File: src/ace_kbd_params.svh
`ifndef ACE_KBD_PARAMS_SVH
`define ACE_KBD_PARAMS_SVH

////////////////////////////////////////////////////////////
// Jupiter Ace matrix geometry
////////////////////////////////////////////////////////////

`define ACE_ROWS        8       // Width of rows
`define ACE_COLS        5       // Width of columns
`define ACE_ROW_W       3
`define ACE_COL_W       3

////////////////////////////////////////////////////////////
// PS/2 receiver
////////////////////////////////////////////////////////////

// Clock glitch filter depth in clk samples
`define PS2_FILTER_LEN  8

// Idle clk cycles before a partial frame is dropped
`define PS2_TIMEOUT     4096
`define PS2_TIMEOUT_W   13

`endif

File: src/ace_kbd_pkg.sv
`default_nettype none

`include "ace_kbd_params.svh"

package ace_kbd_pkg;

    ////////////////////////////////////////////////////////////
    // PS/2 set 2 scancodes
    ////////////////////////////////////////////////////////////

    localparam logic [7:0] SC_BREAK = 8'hF0, SC_EXT = 8'hE0;
    localparam logic [7:0] SC_LSHIFT = 8'h12, SC_RSHIFT = 8'h59, SC_CTRL = 8'h14;
    localparam logic [7:0] SC_ALT = 8'h11, SC_F5 = 8'h03, SC_KPDOT = 8'h71;
    localparam logic [7:0] SC_ENTER = 8'h5A, SC_ESC = 8'h76, SC_BKSP = 8'h66;
    localparam logic [7:0] SC_SPACE = 8'h29;

    localparam logic [7:0] SC_A = 8'h1C, SC_B = 8'h32, SC_C = 8'h21, SC_D = 8'h23;
    localparam logic [7:0] SC_E = 8'h24, SC_F = 8'h2B, SC_G = 8'h34, SC_H = 8'h33;
    localparam logic [7:0] SC_I = 8'h43, SC_J = 8'h3B, SC_K = 8'h42, SC_L = 8'h4B;
    localparam logic [7:0] SC_M = 8'h3A, SC_N = 8'h31, SC_O = 8'h44, SC_P = 8'h4D;
    localparam logic [7:0] SC_Q = 8'h15, SC_R = 8'h2D, SC_S = 8'h1B, SC_T = 8'h2C;
    localparam logic [7:0] SC_U = 8'h3C, SC_V = 8'h2A, SC_W = 8'h1D, SC_X = 8'h22;
    localparam logic [7:0] SC_Y = 8'h35, SC_Z = 8'h1A;

    localparam logic [7:0] SC_0 = 8'h45, SC_1 = 8'h16, SC_2 = 8'h1E, SC_3 = 8'h26;
    localparam logic [7:0] SC_4 = 8'h25, SC_5 = 8'h2E, SC_6 = 8'h36, SC_7 = 8'h3D;
    localparam logic [7:0] SC_8 = 8'h3E, SC_9 = 8'h46;

    // Only valid after E0
    localparam logic [7:0] SC_UP = 8'h75, SC_DOWN = 8'h72;
    localparam logic [7:0] SC_LEFT = 8'h6B, SC_RIGHT = 8'h74;

    ////////////////////////////////////////////////////////////
    // Ace matrix positions
    ////////////////////////////////////////////////////////////

    localparam int POS_W = `ACE_ROW_W + `ACE_COL_W;

    // Two octal digits, row then column
    localparam logic [POS_W-1:0] POS_CAPS = 6'o00, POS_SYM = 6'o01;
    localparam logic [POS_W-1:0] POS_Z = 6'o02, POS_X = 6'o03, POS_C = 6'o04;
    localparam logic [POS_W-1:0] POS_A = 6'o10, POS_S = 6'o11, POS_D = 6'o12;
    localparam logic [POS_W-1:0] POS_F = 6'o13, POS_G = 6'o14;
    localparam logic [POS_W-1:0] POS_Q = 6'o20, POS_W_KEY = 6'o21, POS_E = 6'o22;
    localparam logic [POS_W-1:0] POS_R = 6'o23, POS_T = 6'o24;
    localparam logic [POS_W-1:0] POS_1 = 6'o30, POS_2 = 6'o31, POS_3 = 6'o32;
    localparam logic [POS_W-1:0] POS_4 = 6'o33, POS_5 = 6'o34;
    localparam logic [POS_W-1:0] POS_0 = 6'o40, POS_9 = 6'o41, POS_8 = 6'o42;
    localparam logic [POS_W-1:0] POS_7 = 6'o43, POS_6 = 6'o44;
    localparam logic [POS_W-1:0] POS_P = 6'o50, POS_O = 6'o51, POS_I = 6'o52;
    localparam logic [POS_W-1:0] POS_U = 6'o53, POS_Y = 6'o54;
    localparam logic [POS_W-1:0] POS_ENTER = 6'o60, POS_L = 6'o61, POS_K = 6'o62;
    localparam logic [POS_W-1:0] POS_J = 6'o63, POS_H = 6'o64;
    localparam logic [POS_W-1:0] POS_SPACE = 6'o70, POS_M = 6'o71, POS_N = 6'o72;
    localparam logic [POS_W-1:0] POS_B = 6'o73, POS_V = 6'o74;

endpackage

`default_nettype wire

File: src/ps2_rx.sv
`timescale 1ns/10ps
`default_nettype none

`include "ace_kbd_params.svh"

module ps2_rx (
    input  logic       clk,
    input  logic       rst_n,
    input  logic       ps2_clk,
    input  logic       ps2_data,
    output logic       byte_valid,
    output logic [7:0] rx_byte
);

    logic [1:0]                    clk_sync;
    logic [1:0]                    data_sync;
    logic [`PS2_FILTER_LEN-1:0]    filt_sr;
    logic                          clk_filt;
    logic                          fall;
    logic [3:0]                    bit_cnt;
    logic [9:0]                    shift_reg;
    logic [10:0]                   frame;
    logic                          frame_ok;
    logic [`PS2_TIMEOUT_W-1:0]     timer;

    ////////////////////////////////////////////////////////////
    // Synchronizers and clock filter
    ////////////////////////////////////////////////////////////

    always_ff @(posedge clk or negedge rst_n)
    begin
        if (!rst_n)
        begin
            clk_sync  <= 2'b11;
            data_sync <= 2'b11;
            filt_sr   <= '1;
            clk_filt  <= 1'b1;
        end
        else
        begin
            clk_sync  <= {clk_sync[0], ps2_clk};
            data_sync <= {data_sync[0], ps2_data};
            filt_sr   <= {filt_sr[`PS2_FILTER_LEN-2:0], clk_sync[1]};
            if (filt_sr == '1)
                clk_filt <= 1'b1;
            else if (filt_sr == '0)
                clk_filt <= 1'b0;
        end
    end

    assign fall = clk_filt && (filt_sr == '0);  // Filtered falling edge

    ////////////////////////////////////////////////////////////
    // Frame assembly
    ////////////////////////////////////////////////////////////

    // {stop, parity, data[7:0], start}
    assign frame    = {data_sync[1], shift_reg};
    assign frame_ok = !frame[0] && frame[10] && (^frame[9:1]);

    always_ff @(posedge clk or negedge rst_n)
    begin
        if (!rst_n)
        begin
            bit_cnt    <= '0;
            timer      <= '0;
            byte_valid <= 1'b0;
        end
        else
        begin
            byte_valid <= 1'b0;
            if (fall)
            begin
                timer <= '0;
                if (bit_cnt == 4'd10)
                begin
                    bit_cnt    <= '0;
                    byte_valid <= frame_ok;
                end
                else
                    bit_cnt <= bit_cnt + 4'd1;
            end
            else if (bit_cnt != '0)
            begin
                if (timer == `PS2_TIMEOUT_W'(`PS2_TIMEOUT))
                begin
                    bit_cnt <= '0;  // Drop partial frame
                    timer   <= '0;
                end
                else
                    timer <= timer + 1'b1;
            end
        end
    end

    always_ff @(posedge clk)
    begin
        if (fall)
        begin
            shift_reg <= {data_sync[1], shift_reg[9:1]};  // LSB first
            if (bit_cnt == 4'd10)
                rx_byte <= frame[8:1];
        end
    end

    a_single_pulse: assert property (@(posedge clk) disable iff (!rst_n)
        byte_valid |=> !byte_valid);

endmodule

`default_nettype wire

File: src/scancode_decoder.sv
`timescale 1ns/10ps
`default_nettype none

module scancode_decoder
    import ace_kbd_pkg::*;
(
    input  logic       clk,
    input  logic       rst_n,
    input  logic       byte_valid,
    input  logic [7:0] rx_byte,
    output logic       key_valid,
    output logic [7:0] key_code,
    output logic       key_released,
    output logic       key_extended
);

    logic brk_flag;
    logic ext_flag;
    logic is_prefix;

    assign is_prefix = (rx_byte == SC_BREAK) || (rx_byte == SC_EXT);

    ////////////////////////////////////////////////////////////
    // Prefix flags and event strobe
    ////////////////////////////////////////////////////////////

    always_ff @(posedge clk or negedge rst_n)
    begin
        if (!rst_n)
        begin
            brk_flag  <= 1'b0;
            ext_flag  <= 1'b0;
            key_valid <= 1'b0;
        end
        else
        begin
            key_valid <= byte_valid && !is_prefix;
            if (byte_valid)
            begin
                if (rx_byte == SC_BREAK)
                    brk_flag <= 1'b1;
                else if (rx_byte == SC_EXT)
                    ext_flag <= 1'b1;
                else
                begin
                    // Event consumes both prefixes
                    brk_flag <= 1'b0;
                    ext_flag <= 1'b0;
                end
            end
        end
    end

    always_ff @(posedge clk)
    begin
        if (byte_valid && !is_prefix)
        begin
            key_code     <= rx_byte;
            key_released <= brk_flag;
            key_extended <= ext_flag;
        end
    end

endmodule

`default_nettype wire

File: src/key_mapper.sv
`timescale 1ns/10ps
`default_nettype none

`include "ace_kbd_params.svh"

module key_mapper
    import ace_kbd_pkg::*;
(
    input  logic                  clk,
    input  logic                  rst_n,
    input  logic                  key_valid,
    input  logic [7:0]            key_code,
    input  logic                  key_released,
    input  logic                  key_extended,
    output logic                  set_valid,
    output logic                  set_released,
    output logic [`ACE_ROW_W-1:0] set_row,
    output logic [`ACE_COL_W-1:0] set_col,
    output logic                  caps_en,
    output logic                  sym_en,
    output logic                  clear_all,
    output logic                  kbd_reset,
    output logic                  kbd_nmi
);

    logic             shift_on;
    logic             ctrl_on;
    logic             alt_on;
    logic             map_hit;
    logic [POS_W-1:0] map_pos;
    logic             map_caps;
    logic             map_sym;

    ////////////////////////////////////////////////////////////
    // Key lookup
    ////////////////////////////////////////////////////////////

    always_comb
    begin
        map_hit  = 1'b1;
        map_pos  = POS_CAPS;
        map_caps = 1'b0;
        map_sym  = 1'b0;
        case ({key_extended, key_code})
            {1'b0, SC_A}: {map_pos, map_caps} = {POS_A, shift_on};
            {1'b0, SC_B}: {map_pos, map_caps} = {POS_B, shift_on};
            {1'b0, SC_C}: {map_pos, map_caps} = {POS_C, shift_on};
            {1'b0, SC_D}: {map_pos, map_caps} = {POS_D, shift_on};
            {1'b0, SC_E}: {map_pos, map_caps} = {POS_E, shift_on};
            {1'b0, SC_F}: {map_pos, map_caps} = {POS_F, shift_on};
            {1'b0, SC_G}: {map_pos, map_caps} = {POS_G, shift_on};
            {1'b0, SC_H}: {map_pos, map_caps} = {POS_H, shift_on};
            {1'b0, SC_I}: {map_pos, map_caps} = {POS_I, shift_on};
            {1'b0, SC_J}: {map_pos, map_caps} = {POS_J, shift_on};
            {1'b0, SC_K}: {map_pos, map_caps} = {POS_K, shift_on};
            {1'b0, SC_L}: {map_pos, map_caps} = {POS_L, shift_on};
            {1'b0, SC_M}: {map_pos, map_caps} = {POS_M, shift_on};
            {1'b0, SC_N}: {map_pos, map_caps} = {POS_N, shift_on};
            {1'b0, SC_O}: {map_pos, map_caps} = {POS_O, shift_on};
            {1'b0, SC_P}: {map_pos, map_caps} = {POS_P, shift_on};
            {1'b0, SC_Q}: {map_pos, map_caps} = {POS_Q, shift_on};
            {1'b0, SC_R}: {map_pos, map_caps} = {POS_R, shift_on};
            {1'b0, SC_S}: {map_pos, map_caps} = {POS_S, shift_on};
            {1'b0, SC_T}: {map_pos, map_caps} = {POS_T, shift_on};
            {1'b0, SC_U}: {map_pos, map_caps} = {POS_U, shift_on};
            {1'b0, SC_V}: {map_pos, map_caps} = {POS_V, shift_on};
            {1'b0, SC_W}: {map_pos, map_caps} = {POS_W_KEY, shift_on};
            {1'b0, SC_X}: {map_pos, map_caps} = {POS_X, shift_on};
            {1'b0, SC_Y}: {map_pos, map_caps} = {POS_Y, shift_on};
            {1'b0, SC_Z}: {map_pos, map_caps} = {POS_Z, shift_on};
            // Shifted digits go through Symbol Shift
            {1'b0, SC_0}: {map_pos, map_sym} = {POS_0, shift_on};
            {1'b0, SC_1}: {map_pos, map_sym} = {POS_1, shift_on};
            {1'b0, SC_2}: {map_pos, map_sym} = {POS_2, shift_on};
            {1'b0, SC_3}: {map_pos, map_sym} = {POS_3, shift_on};
            {1'b0, SC_4}: {map_pos, map_sym} = {POS_4, shift_on};
            {1'b0, SC_5}: {map_pos, map_sym} = {POS_5, shift_on};
            {1'b0, SC_6}: {map_pos, map_sym} = {POS_6, shift_on};
            {1'b0, SC_7}: {map_pos, map_sym} = {POS_7, shift_on};
            {1'b0, SC_8}: {map_pos, map_sym} = {POS_8, shift_on};
            {1'b0, SC_9}: {map_pos, map_sym} = {POS_9, shift_on};
            {1'b0, SC_SPACE}: map_pos = POS_SPACE;
            {1'b0, SC_ENTER}: map_pos = POS_ENTER;
            {1'b0, SC_ESC}:   {map_pos, map_caps} = {POS_SPACE, 1'b1};  // Break
            {1'b0, SC_BKSP}:  {map_pos, map_caps} = {POS_0, 1'b1};      // Delete
            {1'b1, SC_UP}:    {map_pos, map_caps} = {POS_6, 1'b1};
            {1'b1, SC_DOWN}:  {map_pos, map_caps} = {POS_7, 1'b1};
            {1'b1, SC_LEFT}:  {map_pos, map_caps} = {POS_5, 1'b1};
            {1'b1, SC_RIGHT}: {map_pos, map_caps} = {POS_8, 1'b1};
            default: map_hit = 1'b0;
        endcase
    end

    ////////////////////////////////////////////////////////////
    // Modifiers and system combos
    ////////////////////////////////////////////////////////////

    always_ff @(posedge clk or negedge rst_n)
    begin
        if (!rst_n)
        begin
            shift_on  <= 1'b0;
            ctrl_on   <= 1'b0;
            alt_on    <= 1'b0;
            set_valid <= 1'b0;
            clear_all <= 1'b0;
            kbd_reset <= 1'b1;
            kbd_nmi   <= 1'b1;
        end
        else
        begin
            set_valid <= key_valid && map_hit;
            clear_all <= 1'b0;
            if (key_valid)
            begin
                case (key_code)
                    SC_LSHIFT,
                    SC_RSHIFT: shift_on <= !key_released && !key_extended;  // Skip fake shifts
                    SC_CTRL:   ctrl_on  <= !key_released;
                    SC_ALT:    alt_on   <= !key_released;
                    SC_KPDOT:
                        if (key_released)
                            kbd_reset <= 1'b1;
                        else if (ctrl_on && alt_on && !key_extended)
                        begin
                            kbd_reset <= 1'b0;
                            clear_all <= 1'b1;
                        end
                    SC_F5:
                        if (key_released)
                            kbd_nmi <= 1'b1;
                        else if (ctrl_on && alt_on)
                            kbd_nmi <= 1'b0;
                    default: ;
                endcase
            end
        end
    end

    always_ff @(posedge clk)
    begin
        if (key_valid)
        begin
            set_released <= key_released;
            set_row      <= map_pos[POS_W-1 -: `ACE_ROW_W];
            set_col      <= map_pos[`ACE_COL_W-1:0];
            caps_en      <= map_caps;
            sym_en       <= map_sym;
        end
    end

    a_no_clear_with_set: assert property (@(posedge clk) disable iff (!rst_n)
        !(clear_all && set_valid));

endmodule

`default_nettype wire

File: src/key_matrix.sv
`timescale 1ns/10ps
`default_nettype none

`include "ace_kbd_params.svh"

module key_matrix
    import ace_kbd_pkg::*;
(
    input  logic                  clk,
    input  logic                  rst_n,
    input  logic                  set_valid,
    input  logic                  set_released,
    input  logic [`ACE_ROW_W-1:0] set_row,
    input  logic [`ACE_COL_W-1:0] set_col,
    input  logic                  caps_en,
    input  logic                  sym_en,
    input  logic                  clear_all,
    input  logic [`ACE_ROWS-1:0]  rows,
    output logic [`ACE_COLS-1:0]  columns
);

    logic [`ACE_COLS-1:0] matrix [`ACE_ROWS];  // 0 = pressed

    always_ff @(posedge clk or negedge rst_n)
    begin
        if (!rst_n)
        begin
            for (int r = 0; r < `ACE_ROWS; r++)
                matrix[r] <= '1;
        end
        else if (clear_all)
        begin
            for (int r = 0; r < `ACE_ROWS; r++)
                matrix[r] <= '1;
        end
        else if (set_valid)
        begin
            matrix[set_row][set_col] <= set_released;
            if (caps_en)
                matrix[POS_CAPS[POS_W-1 -: `ACE_ROW_W]][POS_CAPS[`ACE_COL_W-1:0]] <= set_released;
            if (sym_en)
                matrix[POS_SYM[POS_W-1 -: `ACE_ROW_W]][POS_SYM[`ACE_COL_W-1:0]] <= set_released;
        end
    end

    // Scanned rows are low
    always_comb
    begin
        columns = '1;
        for (int r = 0; r < `ACE_ROWS; r++)
        begin
            if (!rows[r])
                columns = columns & matrix[r];
        end
    end

    // Mapper only produces real columns
    a_col_range: assert property (@(posedge clk) disable iff (!rst_n)
        set_valid |-> (set_col < `ACE_COL_W'(`ACE_COLS)));

endmodule

`default_nettype wire

File: src/ace_keyboard.sv
`timescale 1ns/10ps
`default_nettype none

`include "ace_kbd_params.svh"

module ace_keyboard (
    input  logic                 clk,
    input  logic                 rst_n,
    input  logic                 ps2_clk,
    input  logic                 ps2_data,
    input  logic [`ACE_ROWS-1:0] rows,
    output logic [`ACE_COLS-1:0] columns,
    output logic                 kbd_reset,
    output logic                 kbd_nmi
);

    logic                  byte_valid;
    logic [7:0]            rx_byte;
    logic                  key_valid;
    logic [7:0]            key_code;
    logic                  key_released;
    logic                  key_extended;
    logic                  set_valid;
    logic                  set_released;
    logic [`ACE_ROW_W-1:0] set_row;
    logic [`ACE_COL_W-1:0] set_col;
    logic                  caps_en;
    logic                  sym_en;
    logic                  clear_all;

    ////////////////////////////////////////////////////////////
    // PS/2 bytes to key events
    ////////////////////////////////////////////////////////////

    ps2_rx ps2_rx_i (
        .clk        (clk),
        .rst_n      (rst_n),
        .ps2_clk    (ps2_clk),
        .ps2_data   (ps2_data),
        .byte_valid (byte_valid),
        .rx_byte    (rx_byte)
    );

    scancode_decoder scancode_decoder_i (
        .clk          (clk),
        .rst_n        (rst_n),
        .byte_valid   (byte_valid),
        .rx_byte      (rx_byte),
        .key_valid    (key_valid),
        .key_code     (key_code),
        .key_released (key_released),
        .key_extended (key_extended)
    );

    ////////////////////////////////////////////////////////////
    // Key events to the Ace matrix
    ////////////////////////////////////////////////////////////

    key_mapper key_mapper_i (
        .clk          (clk),
        .rst_n        (rst_n),
        .key_valid    (key_valid),
        .key_code     (key_code),
        .key_released (key_released),
        .key_extended (key_extended),
        .set_valid    (set_valid),
        .set_released (set_released),
        .set_row      (set_row),
        .set_col      (set_col),
        .caps_en      (caps_en),
        .sym_en       (sym_en),
        .clear_all    (clear_all),
        .kbd_reset    (kbd_reset),
        .kbd_nmi      (kbd_nmi)
    );

    key_matrix key_matrix_i (
        .clk          (clk),
        .rst_n        (rst_n),
        .set_valid    (set_valid),
        .set_released (set_released),
        .set_row      (set_row),
        .set_col      (set_col),
        .caps_en      (caps_en),
        .sym_en       (sym_en),
        .clear_all    (clear_all),
        .rows         (rows),
        .columns      (columns)
    );

endmodule

`default_nettype wire

File: config.mk
export PLATFORM = sky130hd
export DESIGN_NAME = ace_keyboard
export DESIGN_NICKNAME = d
export VERILOG_FILES = /design/src/ace_kbd_pkg.sv /design/src/ps2_rx.sv /design/src/scancode_decoder.sv /design/src/key_mapper.sv /design/src/key_matrix.sv /design/src/ace_keyboard.sv
export VERILOG_INCLUDE_DIRS = /design/src /design/src/src
export SDC_FILE = /design/constraint.sdc
export NUM_CORES = 1
export LEC_CHECK = 0
export BUFFER_PORTS_ARGS = -buffer_cell sky130_fd_sc_hd__buf_2
export CORE_MARGIN = 3
export CORE_UTILIZATION = 60
export CTS_CLUSTER_DIAMETER = 50
export DETAILED_ROUTE_END_ITERATION = 10
export GPL_TIMING_DRIVEN = 0
export PLACE_DENSITY = 0.77
export REMOVE_ABC_BUFFERS = 1
export SLEW_MARGIN = 25
export SYNTH_ARGS = -nofsm -noshare
export SYNTH_HDL_FRONTEND = slang
export SYNTH_SLANG_ARGS = --single-unit
File: constraint.sdc
create_clock -name clk -period 6.9 [get_ports clk]
set_input_delay 0.69 -clock clk [delete_from_list [all_inputs] [get_ports clk]]
set_output_delay 0.69 -clock clk [all_outputs]
set_load 0.05 [all_outputs]
==> summary.md <==
| Metric | Value |
|---|---|
| Status | `complete, no violations` |
| Vias post-DR | `roughly 5300` |
| Hold crit path type | `primary input to asynchronous set/reset pin` |
| Max clock buf depth | `2` |
| Most common cell in the netlist | `dfstp_2` |
| Core Util, Final | `a little under three quarters` |
| Yosys Warn Count | `0` |
| Wire per inst | `between 20 and 25 um` |
| WP data arrival | `between 2 and 3 ns` |
| Worst path cell trace | `nor2b_1 > nand2_1 > o22ai_1 > nor4_1 > a21oi_1` |
| Clk Latency, worst-skew pair | `~0.52 ns` |
| Post-placement cell count | `752` |
| Critical Path RT | `about 7.3 ns` |
| P_sw | `0.358 mW` |
| # nets final | `roughly 660` |
| Placer Congestion | `around 0.92` |
| Core outline area | `roughly 10000 um^2` |
| H-tree depth | `4` |
| Cell taking the most area after synthesis | `dfstp_2` |
| Setup bufs post-CTS | `0` |
| Sw Ratio | `22.1%` |
| Row count | `36` |
| Seq/Total Area, Yosys | `around half` |
| GRT Total Usage | `between 20 and 30%` |
| ANT cells | `0` |
| Period Utilization, post-route | `36.4%` |
| Hpwl dp | `~11 mm` |
| Post-synth EDFFs | `37` |
| Distinct cells, synth | `between 60 and 70` |
| Final hold vios | `0` |
| Largest net degree at the start of global routing | `43` |
| Sequential share of power | `45.4%` |
| Fraction of the mapped netlist area in compound gates | `between 10% and 20%` |
| Clk pin slew, worst setup/hold paths | `around 0.06 ns` |
| Mux contribution to synthesized area | `less than 1%` |
| MaxCap Viol Count | `0` |
| DP Area | `~6500 um^2` |
| VDD IR max | `0.217 mV` |
| # DRC | `0` |
| RSZ-0062 raised after global routing | `false` |
| Die ar. | `11800 um^2` |
| Vias per inst | `~6.8` |
| Area of the mapped netlist | `6340 um^2` |
| Max Fclk | `approximately 400 MHz` |
| Tightest hold margin | `roughly 0.16 ns` |
| Pint | `1.26 mW` |
| # port buffers | `18` |
| Initial Util | `between 60 and 70%` |
| Worst slew pin tran | `0.781 ns` |
| Pwr per Cell Area | `around 230 nW/um^2` |
| # setup viols final | `0` |
| Clock share of power | `roughly 53%` |
| Die width | `around 110 um` |
| Largest family of logic cells by synthesized area | `simple AND/OR/NAND/NOR gates` |
| Slew HR | `between 40% and 50%` |
| Vias in the first global route | `around 5000` |
| GRT overflow | `0` |
| Hold-fix buffers at CTS | `0` |
| Die height | `109 um` |
| Initial DRC count | `between 500 and 600` |
| Final WL | `roughly 16 mm` |
| Post-synth top cells | `dfstp_2, nand2_1, nor2_1, o21ai_0, edfxtp_1` |
| Initial antenna violation count | `0` |
| Mapped Cells | `roughly 630` |
| Initial DRT Pass Iterations | `6` |
| #FFs+latches synth | `118` |
| Final Slew Violations | `0` |
| I/O Pins | `19` |
| Post_cts resized | `0` |
| Comb power frac | `1.9%` |
| Clk root buf | `clkbuf_8` |
| Global-route wire length before repair | `approximately 26 mm` |
| Crit-path max FO | `22` |
| Pleak | `between 2 and 3 nW` |
| Adder-cell share of the synthesized area | `less than 1%` |
| XOR/XNOR share of the synthesized area | `between 1.5 and 2%` |
| Non-filler cells, final | `between 700 and 800` |
| Antenna-violating nets left | `0` |
| Layout Area Growth over Synthesis | `12.3%` |
| Slowest CP cell | `edfxtp_1` |
| Post-layout instance area | `7120 um^2` |
| Crit path kind | `flip-flop to flip-flop` |
| TNS Setup | `0 ns` |
| Tmin final | `around 2.5 ns` |
| Synth async-reset ratio | `just under 70%` |
| Top FF cell, synth | `dfstp_2` |
| Mean Syn Cell Area | `10.1 um^2` |
| Top post-synthesis cells by area | `dfstp_2, edfxtp_1, dfrtp_1, o21ai_0, nand2_1` |
| Max incr delay on CP | `0.75 ns` |
| Area share of the largest cell type after synthesis | `between 20% and 30%` |
| Num CTS Buffers | `17` |
| Layout cells sized above 1 | `19.4%` |
| CTS sink cnt | `around 120` |
| Worst setup EP type | `flip-flop` |
| CP startpoint kind | `flip-flop` |
| CTS tree | `built` |
| Simple-gate share of the synthesized area | `between 20% and 30%` |
| Clock skew | `approximately 0.0055 ns` |
| Max reg flops | `40` |
## layout make-up
| cell class | count | area, um^2 |
|---|---|---|
| Sequential cell | 118 | 3210 |
| Multi-Input combinational cell | 462 | 2950 |
| Fill cell | 731 | 2930 |
| Clock inverter | 15 | 168 |
| Inverter | 18 | 67.6 |
| Timing Repair Buffer | 21 | 143 |
| Tap cell | 133 | 166 |
| Clock buffer | 17 | 414 |
## worst max-delay path, delay by kind of cell (launching register included)
kind | cells | cell delay, ns
AO/OA/AOI/OAI | 2 | 0.55
flip-flops | 1 | 0.75
AND/OR/NAND/NOR | 3 | 1.06
## logic make-up (layout without fill, tap and decap cells)
kind of cell,count (synthesis),in the layout
flip-flops,118,118
buffers and inverters,49,71
AND/OR/NAND/NOR,270,270
multiplexers,5,5
AO/OA/AOI/OAI,168,168
adder cells (fa/ha/maj),5,5
XOR/XNOR,14,14
## cell usage in the layout (no fill, tap or decap), types with 6 or more instances in the layout
cell type	Yosys	layout
a21boi_0	18	18
nor3_1	15	14
nor2_1	43	43
nand4_1	13	13
nand3b_1	23	23
xnor2_1	11	11
nand3_1	30	30
dfrtp_1	26	25
o21ai_0	42	42
a311o_1	15	15
clkbuf_16	0	16
o22ai_1	28	28
inv_1	16	16
nand2b_1	10	10
edfxtp_1	37	37
nor4_1	14	14
nand2_1	54	54
o31ai_1	7	7
dfstp_2	55	55
nor2b_1	20	20
a21oi_1	15	15
nor3b_1	6	6
or3_1	6	6
buf_2	13	17
## stage by stage
stage                     power (mW)  setup slack (ns)
after floorplan                0.755              3.89
after global placement         0.774              4.10
after detailed placement       0.777              4.18
after CTS                       1.63              4.15
after global routing            1.67              4.18
final                           1.62              4.39
## metal layers
metal  vias to the layer above  share of wire, %  global-route usage [%]
met1                      2582                43                    39.2
met3                        35               8.6                    6.87
met2                       262                47                    43.2
met5                         -                 0                       0
met4                         0               1.9                    11.5
li1                       2415                 -                       -
## path summary, 6_finish.rpt
check | start | endpoint | slack (ns) | cells after the start
max | scancode_decoder_i.key_code[4]$_DFFE_PP_ | key_mapper_i.caps_en$_SDFFCE_PN0P_ | 4.39 | 5
min | rst_n | scancode_decoder_i.brk_flag$_DFFE_PN0P_ | 0.16 | 1
min in group clk | ps2_data | ps2_rx_i.data_sync[0]$_DFF_PN1_ | 0.26 | 1
max in group asynchronous | rst_n | key_matrix_i.matrix[16]$_DFFE_PN1P_ | 6.08 | 2
min reg2reg | ps2_rx_i.clk_sync[1]$_DFF_PN1_ | ps2_rx_i.filt_sr[0]$_DFF_PN1_ | 0.36 | 0
max reg2reg | scancode_decoder_i.key_code[4]$_DFFE_PP_ | key_mapper_i.caps_en$_SDFFCE_PN0P_ | 4.39 | 5
## power by group through the flow
stage / clock network, mW / registers (mW) / logic [mW]
6_report: 0.853 / 0.735 / 0.0309
5_1_grt: 0.899 / 0.735 / 0.0347
3_5_place_dp: 0 / 0.746 / 0.0309
3_3_place_gp: 0 / 0.745 / 0.0285
4_1_cts: 0.866 / 0.734 / 0.0308
2_1_floorplan: 0 / 0.744 / 0.0104
Note: power is estimated with default switching activity, not from simulation.
